## config.mk

```make
export PLATFORM = sky130hd
export DESIGN_NAME = bus_decode
export DESIGN_NICKNAME = d
export VERILOG_FILES = /design/src/design/periph_pkg.sv /design/src/design/bus_decode.sv
export SDC_FILE = /design/constraint.sdc
export NUM_CORES = 1
export LEC_CHECK = 0
export BUFFER_PORTS_ARGS = -buffer_cell sky130_fd_sc_hd__buf_2
export CAP_MARGIN = 25
export CORE_AREA = 8 8 71 104
export CTS_CLUSTER_DIAMETER = 50
export CTS_CLUSTER_SIZE = 24
export DETAILED_ROUTE_END_ITERATION = 6
export DIE_AREA = 0 0 79 112
export PLACE_DENSITY_LB_ADDON = 0.1
export RECOVER_POWER = 50
export SLEW_MARGIN = 5
export SYNTH_ARGS = -nofsm -noshare
export SYNTH_HDL_FRONTEND = slang
export SYNTH_SLANG_ARGS = --single-unit
export TNS_END_PERCENT = 30
```

## constraint.sdc

```tcl
create_clock -name clk -period 1.9 [get_ports clk]
set_input_delay 0.285 -clock clk [delete_from_list [all_inputs] [get_ports clk]]
set_output_delay 0.285 -clock clk [all_outputs]
set_load 0.005 [all_outputs]
```

## src/design/periph_pkg.sv

```systemverilog
`default_nettype none

package periph_pkg;

    // Region selector in the top address bits
    localparam int sel_lsb  = 27;
    localparam int sel_bits = 5;

    localparam logic [sel_bits-1:0] region_ram    = 5'h02;
    localparam logic [sel_bits-1:0] region_time   = 5'h1B;
    localparam logic [sel_bits-1:0] region_timer  = 5'h1C;
    localparam logic [sel_bits-1:0] region_ports  = 5'h1F;

    // 2048 words of RAM
    localparam int ram_addr_bits = 11;

    // Clocks per timer tick
    localparam int tick_div = 8;

    localparam int rsp_depth = 4;

    // Bus request, any mask bit set makes it a write
    typedef struct packed {
        logic [31:0] addr;
        logic [3:0]  wmask;
        logic [31:0] wdata;
    } bus_req_t;

    typedef struct packed {
        logic [31:0] rdata;
        logic        err;
    } bus_rsp_t;

    // Decoded access handed to the region blocks
    typedef struct packed {
        logic [sel_bits-1:0]      region;
        logic [ram_addr_bits-1:0] word;
        logic [3:0]               wmask;
        logic [31:0]              wdata;
        logic                     is_write;
        logic                     err;
    } access_t;

    // Access plus valid, as held in a pipeline slot
    typedef struct packed {
        logic    valid;
        access_t access;
    } access_slot_t;

endpackage

`default_nettype wire

```

## src/design/bus_decode.sv

```systemverilog
`default_nettype none

module bus_decode (
    input  logic                 clk,
    input  logic                 nreset,
    input  periph_pkg::bus_req_t req,
    input  logic                 req_valid,
    output logic                 req_ready,
    input  logic                 room,
    output periph_pkg::access_t  acc,
    output logic                 acc_valid
);

    periph_pkg::access_t dec;
    logic                fire;

    assign req_ready = room;
    assign fire      = req_valid && req_ready;

    // Split the request into region, word index and write flag
    always_comb begin
        dec.region   = req.addr[periph_pkg::sel_lsb +: periph_pkg::sel_bits];
        // Byte address, low two bits ignored
        dec.word     = req.addr[2 +: periph_pkg::ram_addr_bits];
        dec.wmask    = req.wmask;
        dec.wdata    = req.wdata;
        dec.is_write = |req.wmask;
        case (dec.region)
            periph_pkg::region_ram,
            periph_pkg::region_time,
            periph_pkg::region_timer,
            periph_pkg::region_ports: begin
                dec.err = 1'b0;
            end
            default: begin
                dec.err = 1'b1;
            end
        endcase
    end

    always_ff @(posedge clk) begin
        if (!nreset) begin
            acc_valid <= 1'b0;
        end else begin
            acc_valid <= fire;
        end
    end

    always_ff @(posedge clk) begin
        if (fire) begin
            acc <= dec;
        end
    end

endmodule

`default_nettype wire

```

* Word level (Yosys, flattened, before mapping)
Cells that the tools add are included.
Word-level totals: bits in registers 55, bits of input ports 72, output and inout port bits 56, word-level logic and storage cells 15
Operators by class: equal/unequal tests 4, mux-type cells 1, reduce and logical (&&, ||, !) cells 3
Operators with widths (number):
- $eq A5 B5 Y1 const B | 3
- $reduce_or A4 Y1 | 2
- $eq A5 B2 Y1 const B | 1
- $logic_and A1 B1 Y1 | 1
- $mux W1 | 1

* Longest topological paths before layout
Gate-level depths: netlist (run 1).
depth after elaboration 3, mapped depth 3, gate-level depth less buffers 3

* Worst setup path after synthesis (run 1)
OpenSTA, ideal clock, no wires.
path type in2reg, from in room, to reg acc[0] in the netlist's numbering (enable), setup time 0.417 ns, data arrival time 1.569 ns, data required time 1.483 ns, setup slack -0.086 ns, stages 1, path buffers 0, cells stage by stage and2_1
On the way: word-level cells in the longest chain between the ends 1
RTL lines:
- from (decl) | line bus_decode.sv:9 | input logic room,
- $logic_and A1 B1 Y1 | line bus_decode.sv:18 | assign fire = req_valid && req_ready;
- to (signal assigned) | line bus_decode.sv:51 | acc <= dec;
- to (decl) | line bus_decode.sv:10 | output periph_pkg::access_t acc,
Every way passes these cells. A chain may end at the register's enable or synchronous reset.

* Worst setup path after layout (run 1)
from in room, to reg acc[47] in the netlist's numbering (enable)
On the way: word-level cells in the longest chain between the ends 1
RTL lines:
- $logic_and A1 B1 Y1 | line bus_decode.sv:18
- named net fire | line bus_decode.sv:15 | logic fire;
The timed path passes the listed nets, and every way through them passes these cells.

==> results of run 1 <==
## worst max-delay path by stage
stage	start	end	slack, ns	depth (start not counted)
after floorplan	req_valid	acc[0]$_DFFE_PP_	0.49	1
after global placement	req[66]	acc[0]$_DFFE_PP_	0.52	4
after detailed placement	req[66]	acc[0]$_DFFE_PP_	0.48	4
after CTS	acc[17]$_DFFE_PP_	acc[17]	0.77	1
after global routing	room	acc[7]$_DFFE_PP_	0.69	3
final	room	acc[47]$_DFFE_PP_	0.77	3
## registers in the layout, summed over array words and instances, names as in the netlist
signal / flops
acc: 54
acc_valid: 1
## metal layers
layer	GRT usage [%]	vias up	routed length, um
li1	-	492	-
met1	8.22	517	1290
met2	16.8	64	2350
met3	4.44	4	459
met4	4.10	0	46
met5	0	-	0
## power by group through the flow
stage | Sequential [mW] | Clock, mW | Combinational [mW]
final | 1.44 | 0.588 | 0.175
after global routing | 1.45 | 0.671 | 0.194
after CTS | 1.44 | 0.624 | 0.185
after detailed placement | 1.46 | 0 | 0.186
after global placement | 1.46 | 0 | 0.180
after floorplan | 1.48 | 0 | 0.0214
## kinds of logic (layout without fill, tap and decap cells)
kind of cell | Yosys count | in the layout | share of synthesized area, %
AOI/OAI and AO/OA | 2 | 2 | 0.809
buffers and inverters | 1 | 121 | 0.441
DFF | 55 | 55 | 96.5
and+or+nand+nor | 5 | 5 | 2.28
## cell type report
type | count | area (um^2) | share of cell area [%]
clock buffers | 6 | 72.6 | 2.99
clock inverters | 2 | 7.51 | 0.309
multi-input cells | 7 | 53.8 | 2.22
flip-flops and latches | 55 | 1640 | 67.7
well taps | 74 | 92.6 | 3.82
repair buffers | 113 | 558 | 23.0
## cell usage after synthesis
master | n | share of area (%)
sky130_fd_sc_hd__and2_1 | 1 | 0.37
sky130_fd_sc_hd__dfxtp_1 | 1 | 1.2
sky130_fd_sc_hd__or4b_1 | 1 | 0.59
sky130_fd_sc_hd__and3_1 | 1 | 0.37
sky130_fd_sc_hd__or4_1 | 1 | 0.44
sky130_fd_sc_hd__nand4b_1 | 1 | 0.51
sky130_fd_sc_hd__a21oi_1 | 1 | 0.29
sky130_fd_sc_hd__buf_4 | 1 | 0.44
sky130_fd_sc_hd__edfxtp_1 | 54 | 95
sky130_fd_sc_hd__a41oi_1 | 1 | 0.51
## metrics by stage
stage	cells	power [mW]	util (%)	setup WS, ns
finish	257	2.20	40.7	0.774
global route	257	2.31	40.7	0.693
CTS	257	2.25	40.9	0.772
detailed placement	249	1.65	39.6	0.479
global placement	249	1.64	39.6	0.516
floorplan	63	1.50	-	0.487
==> results, run 1 <==
- The flow ran to the end, and the final reports show no timing, DRC or antenna violations.
- The count of unresolved DRC violations after routing is 0.
- Setup repair after global routing left no endpoint under its margin.
- The global-route usage over all layers is 9.27%.
- The category of the worst setup path launch point is a primary input.
- The number of hold-repair buffers added at the cts stage is 0.
- Internal power comes to 1.76 mW.
- The post-layout instance area is 2430 um^2.
- The wire length of the first global-routing pass is 6170 um.
- STA classifies the critical path endpoint as a flip-flop.
- The die extent in x is 79 um.
- In this run the power spent charging and discharging nets is 0.438 mW.
- At the pin with the least slew margin, the transition time is 0.685 ns.
- In this run, the clock network consumes 26.7% of the power.
- Data arrives at the worst endpoint at 1.06 ns.
- The portion of total power attributed to combinational logic is 8.0%.
- The clock transition at the registers of the reported paths is 0.09 ns.
- After detailed routing, the number of vias per cell comes to 4.19.
- Counting distinct cell types in the post-synthesis netlist gives 10.
- The count of synthesis-stage warnings from yosys is 0.
- The post-cts resize count is 0.
- The portion of the post-synthesis area used by sequential elements is 96.5%.
- The number of violations reported at the end of detailed-routing iteration 0 is 72.
- Compared with the post-synthesis result, the final layout area differs by 42.6%.
- The area of the die is 8850 um^2.
- The pin count of the biggest net entering global routing is 29.
- Counting both buffers and inverters, the worst setup path holds a total of 2.
- During placement, the flow inserted port buffers numbering 111.
- The largest single stage delay on the critical path is 0.54 ns.
- In the layout the commonest cells are sky130_fd_sc_hd__buf_2, sky130_fd_sc_hd__edfxtp_1, sky130_fd_sc_hd__clkbuf_1, sky130_fd_sc_hd__clkbuf_8.
- The number of global-route vias before repair came to 1179.
- The CTS buffer count is 5.
- The setup violation total in the final timing report is 0.
- The startpoint identified for the worst hold timing path is req[40].
- The worst hold endpoint is acc[40]$_DFFE_PP_.
- The number of slew-limit violations in the final report is 0.
- For this configuration, the core starts out at a cell density of 28.6%.
- The first TritonRoute pass finished after 6 iterations.
- Adding up every negative setup slack in the final design gives 0 ns.
- The synthesized design contains 55 register bits.
- In this run the standard cell core region covers 5960 um^2.
- Along the worst path, the maximum fanout reaches 28.
- On the critical path the largest part of the delay comes from buffers and inverters.
- The final critical path takes up 59.3% of the cycle.
- The initial antenna violation count is 0.
- The net count after synthesis is 135.
- The gate count after technology mapping is 63.
- The critical path in this run is classified as primary input to flip-flop.
- The switching share of total power is 19.9%.
- 0 antenna diodes ended up in the layout.
- The total via count after detailed routing is 1077.
- After filler insertion, the fill cell instance count of the layout stands at 609.
- In the final design database the tool counted 254 nets.
- The level count of the clock H-tree is 2.
- Walking the worst path, the cells encountered are buf_2 > and2_2 > clkbuf_2.
- The count of max-cap constraint violations is 0.
- The congestion estimate from routability-driven global placement came to 0.698.
- The post-route antenna net violation count is 0.
- Cells with a size suffix above 1 make up 61.7% of the layout.
- The buffer type at the clock tree root is sky130_fd_sc_hd__clkbuf_8.
- The library cell used most frequently in the layout, excluding fill and tap cells, is sky130_fd_sc_hd__buf_2.
- The tightest hold margin is 0.160 ns.
- The number of cell rows is 35.
- The total setup buffers inserted after CTS is 0.
- The total wire length is 4140 um.
- The cell area reported after detailed placement is 2360 um^2.
- The mean post-synth cell area is 27.0 um^2.
- No sink is reached through more buffers than the 2 on the longest clock path.
- The worst hold-check path type is primary input to flip-flop.
- The sequential share of power is 65.3%.
- TritonCTS built the clock tree.
- The clock net sink count is 55.
- Dividing the detail-routed wire length by the instance count gives 16.1 um.
- The slowest stage of the critical path is the sky130_fd_sc_hd__clkbuf_2 cell.
- Measured along the y axis, the die boundary spans 112 um.
- For this design the static power due to leakage is 1.00 nW.
- The routed design could run at a clock period as short as 1.13 ns.
- The final hold violation count is 0.
- The cell area that synthesis handed to floorplanning was 1700 um^2.
- During I/O placement, the number of pins put on the boundary was 128.
- The power density over cell area is 907 nW/um^2.
- The worst hold path stage count is 1.
- For this run, the top clock speed supported by timing is 888 MHz.
- The worst path required time is 1.83 ns.
- Summed over all layers, the global routing overflow is 0.
- In this run the tightest slew margin relative to its limit is 54.3%.
- The highest ir drop seen on vdd is 0.000450 V.
(Power assumes the default switching activity.)
==> run 2, diff against run 1 <==
--- a/config.mk
+++ b/config.mk
@@ -5,6 +5,7 @@
 export SDC_FILE = /design/constraint.sdc
 export NUM_CORES = 1
 export LEC_CHECK = 0
+export ABC_AREA = 1
 export BUFFER_PORTS_ARGS = -buffer_cell sky130_fd_sc_hd__buf_2
 export CAP_MARGIN = 25
 export CORE_AREA = 8 8 71 104
==> constraint.sdc (replaced) <==
create_clock -name clk -period 0.95 [get_ports clk]
set_input_delay 0.1425 -clock clk [delete_from_list [all_inputs] [get_ports clk]]
set_output_delay 0.1425 -clock clk [all_outputs]
set_load 0.005 [all_outputs]
==> run 2 against run 1 <==
  * The run now ends with negative setup slack left
  * Die area unchanged
  * Sequential cell count unchanged
  * Non-clock buffer count up 19
  * Final area up 11%
  * Sequential share of layout area down 6.8 points
  * Via count up 7.7%
  * First-iteration DRC count down 6.9%
  * Synthesized cell count up 17%
  * Total power up 120%
  * Count of clock-buffer cells in the layout down 1
  * Largest cell class unchanged
  * Highest routed layer unchanged
==> results, run 2 <==
- The number of violations reported at the end of detailed-routing iteration 0 is 67 (-6.9%).
- The total power of the final layout is 4.80 mW (+120%).
- In the layout the commonest cells are sky130_fd_sc_hd__buf_2, sky130_fd_sc_hd__edfxtp_1, sky130_fd_sc_hd__dlygate4sd3_1, sky130_fd_sc_hd__clkbuf_1, sky130_fd_sc_hd__nand2_1.
- The count of unresolved DRC violations after routing was 0 (unchanged).
- The total wire length was 4290 um (+3.6%).
- The wire length of the first global-routing pass is 6220 um (+0.89%).
- The maximum buffer depth of the clock tree is 2 (unchanged).
- The number of cell rows is 35 (unchanged).
- The die extent in x came to 79 um (unchanged).
- The worst path required time is 0.81 ns (-1.02 ns).
- The checks that failed: negative setup slack.
- The leading cell type by number of instances after synthesis is sky130_fd_sc_hd__edfxtp_1.
- The total via count after detailed routing was 1160 (+7.7%).
- The count of different cell masters after synthesis is 8 (-2).
- The worst hold path terminates at acc[44]$_DFFE_PP_.
- The HPWL after detailed placement is 3360 um.
- The flip-flop count of the largest register after layout is 54 (unchanged).
- The pre-CTS worst setup slack is -0.0296 ns (-0.509 ns).
- The final critical-path setup slack is -0.0273 ns (-0.801 ns).
- The pin count of the biggest net entering global routing was 32 (+10%).
- STA classifies the critical path startpoint as a flip-flop.
- The highest ir drop seen on vdd is 0.00110 V (+140%).
- The via density per instance is 4.04 (-3.6%).
- The biggest cell delay along the critical path is 0.40 ns (-0.14 ns).
- The switching power is 0.947 mW (+120%).
- The maximum achievable frequency is 1020 MHz.
- The CTS buffer count came to 5 (unchanged).
- The level count of the clock H-tree is 2 (unchanged).
- The number of port buffers is 111 (unchanged).
- The cell area reported after detailed placement is 2420 um^2 (+2.7%).
- The total buffers and inverters traversed by the critical path came to 1 (-1).
- The tree is rooted in a sky130_fd_sc_hd__clkbuf_8.
- The worst hold path startpoint is req[44].
- The first-pass iteration count of the detailed router was 4 (-2).
- The cell internal power dissipation was 3.86 mW (+120%).
- The sequential standard cell area is 1640 um^2 (unchanged).
- The portion of total power attributed to combinational logic is 9.2% (+1.2 points).
- The area of combinational cells with multiple inputs is 70.1 um^2 (+30%).
- The worst path uses 103% of the clock period.
- The setup TNS came to -0.0774 ns (-0.0774 ns).
- The portion of the post-synthesis area used by sequential elements is 95.3% (-1.1 points).
- By area the synthesized netlist is led by sky130_fd_sc_hd__edfxtp_1, sky130_fd_sc_hd__nand2_1, sky130_fd_sc_hd__dfxtp_1.
- The mean post-synth cell area came to 23.3 um^2 (-14%).
- The area share of the largest cell type after synthesis is 94.2% (-1.1 points).
- Broken down by cell family, the worst path's largest delay share belongs to flip-flops.
- The area inside the core boundary was 5960 um^2 (unchanged).
- The worst setup path is captured at a primary output.
- The final hold violation count was 0 (unchanged).
- The most area-hungry cell type in the Yosys netlist is sky130_fd_sc_hd__edfxtp_1.
- The most critical setup path has its startpoint at acc[51]$_DFFE_PP_.
- The power density over cell area is 1780 nW/um^2 (+96%).
- The number of nets at the end of the flow is 284 (+12%).
- The routed wire length on met2 is 2400 um (+2.1%).
- The clock net sink count is 55 (unchanged).
- TritonCTS built the clock tree.
- The met1 wire length is 1320 um (+2.1%).
- The count of synthesis-stage warnings from yosys is 0 (unchanged).
- The flow ran to the end, but the final reports show violations.
- For this run, the leading register cell type out of synthesis is sky130_fd_sc_hd__edfxtp_1.
- The count of max-cap constraint violations came to 0 (unchanged).
- The area of the die is 8850 um^2 (unchanged).
- The most flop-heavy register is acc.
- The critical path data arrival time is 0.83 ns (-0.23 ns).
- The post-route antenna net violation count is 0 (unchanged).
- The highest metal layer carrying signal wires in the routed design is met4.
- The library cell used most frequently in the layout, excluding fill and tap cells, is sky130_fd_sc_hd__buf_2.
- Setup repair after global routing could not meet its margin everywhere.
- The fill cell instance count of the final layout came to 584 (-4.1%).
- The die outline height is 112 um (unchanged).
- The number of slew-limit violations in the final report is 0 (unchanged).
- The average detailed-routed wire length per instance is 14.9 um (-7.2%).
- The number of synthesized flops with an enable pin is 54 (unchanged).
- The total setup buffers inserted after CTS was 0 (unchanged).
- The worst hold path stage count came to 1 (unchanged).
- The net count after synthesis is 146 (+8.1%).
- The met3 wirelength from detailed routing is 497 um (+8.3%).
- The gate count after technology mapping came to 74 (+17%).
- The proportion of layout cells with a drive suffix above 1 is 53.5% (-8.2 points).
- The largest registers in the layout are acc: 54 flops, acc_valid: 1 flops.
- The setup violation total in the final timing report is 8 (+8).
- The cell leakage power is 1.14 nW (+13%).
- In this run the worst hold path is classified as primary input to flip-flop.
- The starting density of the core is 28.9% (+0.34 points).
- The maximum net fanout on the critical path is 1 (-96%).
- The total standard cell area after synthesis is 1720 um^2 (+1.2%).
- The global-route usage over all layers is 9.40% (+0.13 points).
- The worst-path cell with the longest stage delay is sky130_fd_sc_hd__edfxtp_1.
- The number of ports placed on the die boundary is 128 (unchanged).
- The diode insertion count for antenna repair is 0 (unchanged).
- The aggregate global routing overflow is 0 (unchanged).
- The critical path goes through buf_2.
- The switching share of total power is 19.7% (-0.18 points).
- The initial antenna violation count is 0 (unchanged).
- The remaining max-slew budget at the tightest pin is 80.4% (+26 points).
- The sequential share of power is 59.8% (-5.5 points).
- The clock transition at the registers of the reported paths is 0.09 ns (about the same).
- Ranked by instance count, the synthesized netlist is headed by sky130_fd_sc_hd__edfxtp_1, sky130_fd_sc_hd__nand2_1, sky130_fd_sc_hd__inv_1.
- The post-synthesis register bit count came to 55 (unchanged).
- The placer's final routability congestion estimate is 0.704 (+0.93%).
- Relative to the synthesized area, the layout overhead comes to 56.7%.
- The post-layout instance area is 2700 um^2 (+11%).
- The number of global-route vias before repair came to 1178 (-0.085%).
- The async set-reset flop share out of synthesis is 0% (unchanged).
- The pin slew with the least headroom to its limit is 0.294 ns (-0.391 ns).
- The type of the setup path with the least slack is flip-flop to primary output.
- The clock power share was 31.0% (+4.3 points).
- Subtracting the final worst setup slack from the clock period gives 0.977 ns.
[run 2: cell count changes in the layout (fill, tap and decap cells not counted), sizes merged, moves of 4 or more]
| cell | delta |
|---|---|
| dlygate4sd3 | +19 |
| nand2 | +7 |
| inv | +4 |
| nor2 | +4 |
[run 2: layer usage]
layer,track usage (%),vias to the layer above
met5,0,-
met4,4.35,0
met2,17.9,58
met1,7.36,548
li1,-,547
met3,4.68,7
[run 2: logic make-up (layout without fill, tap and decap cells)]
logic type | Yosys count | after routing | share of synthesized area, %
DFF | 55 | 55 | 95.3
and+or+nand+nor | 12 | 12 | 2.69
buffers and inverters | 6 | 145 | 1.53
AOI/OAI and AO/OA | 1 | 1 | 0.436
[run 2: worst max path at each step]
stage                        to  cells after the start
2_1_floorplan  acc[0]$_DFFE_PP_                      2
3_3_place_gp   acc[7]$_DFFE_PP_                      4
4_1_cts                 acc[49]                      1
5_1_grt                 acc[51]                      1
3_5_place_dp   acc[7]$_DFFE_PP_                      4
6_report                acc[51]                      1
[run 2: area by class of cell]
type / instances / area share [%]
flip-flops and latches: 55 / 60.9
repair buffers: 132 / 28.3
well taps: 74 / 3.43
multi-input cells: 13 / 2.60
clock buffers: 5 / 2.55
clock inverters: 3 / 1.44
inverters: 5 / 0.835
[run 2: through the flow]
| step | std cells | hold slack [ns] | util, % |
|---|---|---|---|
| floorplan | 74 | 0.241 | - |
| global placement | 260 | 0.320 | 40.7 |
| detailed placement | 260 | 0.321 | 40.7 |
| CTS | 270 | 0.000346 | 42.8 |
| global route | 287 | 0.000463 | 45.3 |
| finish | 287 | 0.0134 | 45.3 |
[run 2: timing repair]
action | CTS | global route
pin swaps | 0 | 0
resized for setup | 0 | 0
hold buffers | 2 | 17
endpoints found under the setup margin | 39 | 54
cloned | 0 | 0
hold endpoints to repair | 2 | 17
[run 2: power by group through the flow]
stage	combinational [mW]	clock, mW	sequential (mW)
floorplan	0.0571	0	2.96
global placement	0.395	0	2.93
CTS	0.412	1.55	2.87
detailed placement	0.407	0	2.93
finish	0.442	1.49	2.87
global route	0.488	1.64	2.89
==> run 3, diff against run 2 <==
--- a/config.mk
+++ b/config.mk
@@ -5,7 +5,7 @@
 export SDC_FILE = /design/constraint.sdc
 export NUM_CORES = 1
 export LEC_CHECK = 0
-export ABC_AREA = 1
+export ABC_AREA = 0
 export BUFFER_PORTS_ARGS = -buffer_cell sky130_fd_sc_hd__buf_2
 export CAP_MARGIN = 25
 export CORE_AREA = 8 8 71 104
==> run 3 against run 2 <==
  * The run still ends with negative setup slack left
  * Die area did not move
  * First-iteration DRC count decreased by 15%
  * Final area fell by 2.6%
  * Critical endpoint is now acc[39]
  * Global-route usage about the same
  * Total power is 6.8% lower
  * Highest routed layer unchanged
  * Combinational power down 4.5%
  * Clock power down 21%
  * Via count shrank 3.3%
  * Worst setup slack gained 0.012 ns
  * Sequential cell count did not move
  * Largest cell class unchanged
  * Non-clock buffer count up 1
==> results, run 3 (synthesis gave the netlist of run 1 again) <==
- STA classifies the critical path startpoint as a flip-flop.
- The worst setup path is captured at a primary output.
- The die outline height was 112 um (unchanged).
- The total via count after detailed routing is 1122 (-3.3%).
- The met1 wire length is 1380 um (+5.2%).
- The pin slew with the least headroom to its limit is 0.324 ns (+0.0296 ns).
- The post-layout minimum cycle time is 0.966 ns (-0.0116 ns).
- The total setup buffers inserted after CTS is 0 (unchanged).
- The biggest cell delay along the critical path is 0.39 ns (about the same).
- The clock net sink count was 55 (unchanged).
- The proportion of layout cells with a drive suffix above 1 came to 57.6% (+4.1 points).
- The remaining max-slew budget at the tightest pin is 78.4% (-2.0 points).
- By startpoint and endpoint, the worst setup path is classified as flip-flop to primary output.
- The placer's final routability congestion estimate came to 0.708 (+0.58%).
- The fill cell instance count of the final layout came to 594 (+1.7%).
- The die extent in x was 79 um (unchanged).
- The area inside the core boundary is 5960 um^2 (unchanged).
- The maximum net fanout on the critical path is 1 (unchanged).
- The number of global-route vias before repair was 1188 (+0.85%).
- The ratio of final minimum period to clock period was 102% (-1.2 points).
- The cell area reported after detailed placement is 2410 um^2 (-0.31%).
- The pre-CTS worst setup slack is -0.284 ns (-0.254 ns).
- The total buffers and inverters traversed by the critical path is 1 (unchanged).
- The clock transition at the registers of the reported paths is 0.09 ns (about the same).
- The met3 wirelength from detailed routing is 402 um (-19%).
- The maximum buffer depth of the clock tree was 2 (unchanged).
- The final hold violation count was 0 (unchanged).
- The area growth from synthesis to layout is 54.3%.
- The HPWL after detailed placement came to 3340 um (-0.51%).
- The first-pass iteration count of the detailed router is 3 (-1).
- The number of violations reported at the end of detailed-routing iteration 0 is 57 (-15%).
- The signal on the critical path passes through buf_2.
- The diode insertion count for antenna repair is 0 (unchanged).
- The largest registers in the layout are acc: 54 flops, acc_valid: 1 flops.
- The fraction of the core area covered by cells at the end of the flow is 44.1% (-1.2 points).
- The critical path data arrival time came to 0.82 ns (about the same).
- The highest ir drop seen on vdd was 0.000936 V (-15%).
- The level count of the clock H-tree came to 2 (unchanged).
- The pin count of the biggest net entering global routing is 31 (-3.1%).
- The global-route usage over all layers is 9.44% (+0.043 points).
- The final critical-path setup slack is -0.0157 ns (+0.0116 ns).
- Among all stages on the critical path, the largest delay is contributed by sky130_fd_sc_hd__edfxtp_1.
- The number of nets at the end of the flow is 274 (-3.5%).
- The starting density of the core is 28.6% (-0.34 points).
- The area of the die is 8850 um^2 (unchanged).
- The initial antenna violation count is 0 (unchanged).
- Setup repair after global routing could not meet its margin everywhere.
- The checks that failed: negative setup slack.
- The top routing layer in use is met4.
- The dominant delay contributor by cell family on the critical path is flip-flops.
- The CTS buffer count is 5 (unchanged).
- The average detailed-routed wire length per instance is 15.5 um (+3.8%).
- The cell leakage power is 1.09 nW (-3.9%).
- The post-layout instance area is 2630 um^2 (-2.6%).
- The count of max-cap constraint violations came to 0 (unchanged).
- The number of cell rows is 35 (unchanged).
- The maximum achievable frequency is 1040 MHz (+1.2%).
- The number of ports placed on the die boundary was 128 (unchanged).
- The tree is rooted in a sky130_fd_sc_hd__clkbuf_8.
- The worst path required time was 0.81 ns (about the same).
- The number of port buffers is 111 (unchanged).
- Counting flops per register, the top entry is acc.
- The wire length of the first global-routing pass is 6280 um (+0.90%).
- The library cells used most frequently in the layout, excluding fill and tap cells, are sky130_fd_sc_hd__buf_2, sky130_fd_sc_hd__edfxtp_1, sky130_fd_sc_hd__dlygate4sd3_1, sky130_fd_sc_hd__clkbuf_1, sky130_fd_sc_hd__clkbuf_8.
- The routed wire length on met2 came to 2410 um (+0.67%).
- The flip-flop count of the largest register after layout came to 54 (unchanged).
- The run finished, with violations left.
- The worst hold-check path type is primary input to flip-flop.
- The CTS tree is yes.
- The number of slew-limit violations in the final report is 0 (unchanged).
- The setup violation total in the final timing report is 7 (-1).
- The count of unresolved DRC violations after routing is 0 (unchanged).
- Leaving out fill and tap cells, the most frequent cell in the layout is sky130_fd_sc_hd__buf_2.
- The post-route antenna net violation count is 0 (unchanged).
- The power density over cell area came to 1710 nW/um^2 (-4.2%).
- The via density per instance is 4.05 (+0.22%).
- The aggregate global routing overflow is 0 (unchanged).
- The total wire length is 4300 um (+0.14%).
-- run 3: cell types whose count changed in the layout (fill, tap and decap cells not counted), moves of 3 or more --
cell	before	now
sky130_fd_sc_hd__buf_2	103	109
sky130_fd_sc_hd__dlygate4sd3_1	19	16
sky130_fd_sc_hd__nor2_1	4	0
sky130_fd_sc_hd__nand2_1	6	0
sky130_fd_sc_hd__inv_1	4	0
-- run 3: repair_timing --
item,CTS,global route
resized for setup,0,1
hold buffers,0,16
setup endpoints to repair,32,55
endpoints found under the hold margin,0,16
-- run 3: final timing paths --
path                              start           endpoint  slack, ns  depth (start not counted)
worst min-delay path             req[9]  acc[11]$_DFFE_PP_       0.01                          1
worst max-delay path  acc[39]$_DFFE_PP_            acc[39]      -0.02                          1
-- run 3: area by class of cell --
type	instances	area [um^2]	share of cell area, %
Clock buffer	6	72.6	2.76
Clock inverter	2	7.51	0.286
Multi-Input combinational cell	7	56.3	2.14
Sequential cell	55	1640	62.5
Tap cell	74	92.6	3.53
Timing Repair Buffer	133	756	28.8
-- run 3: where the power goes --
part / leakage [nW] / internal, mW / switching (mW)
clock: 0.0403 / 0.505 / 0.680
sequential: 0.518 / 2.84 / 0.0341
combinational: 0.533 / 0.237 / 0.185
total: 1.09 / 3.58 / 0.899
-- run 3: routing by layer --
metal | vias to the layer above | global-route usage (%)
li1 | 533 | -
met1 | 525 | 8.19
met2 | 57 | 17.2
met3 | 7 | 4.19
met4 | 0 | 5.09
met5 | - | 0
-- run 3: per-stage QoR --
stage	power, mW	setup TNS (ns)	instances	hold slack, ns
finish	4.48	-0.0336	277	0.0137
global route	4.70	-2.03	277	0.000915
CTS	4.51	-0.425	261	0.00363
detailed placement	3.33	-0.377	253	0.321
global placement	3.32	-0.311	253	0.320
floorplan	3.00	-2.17	63	0.241
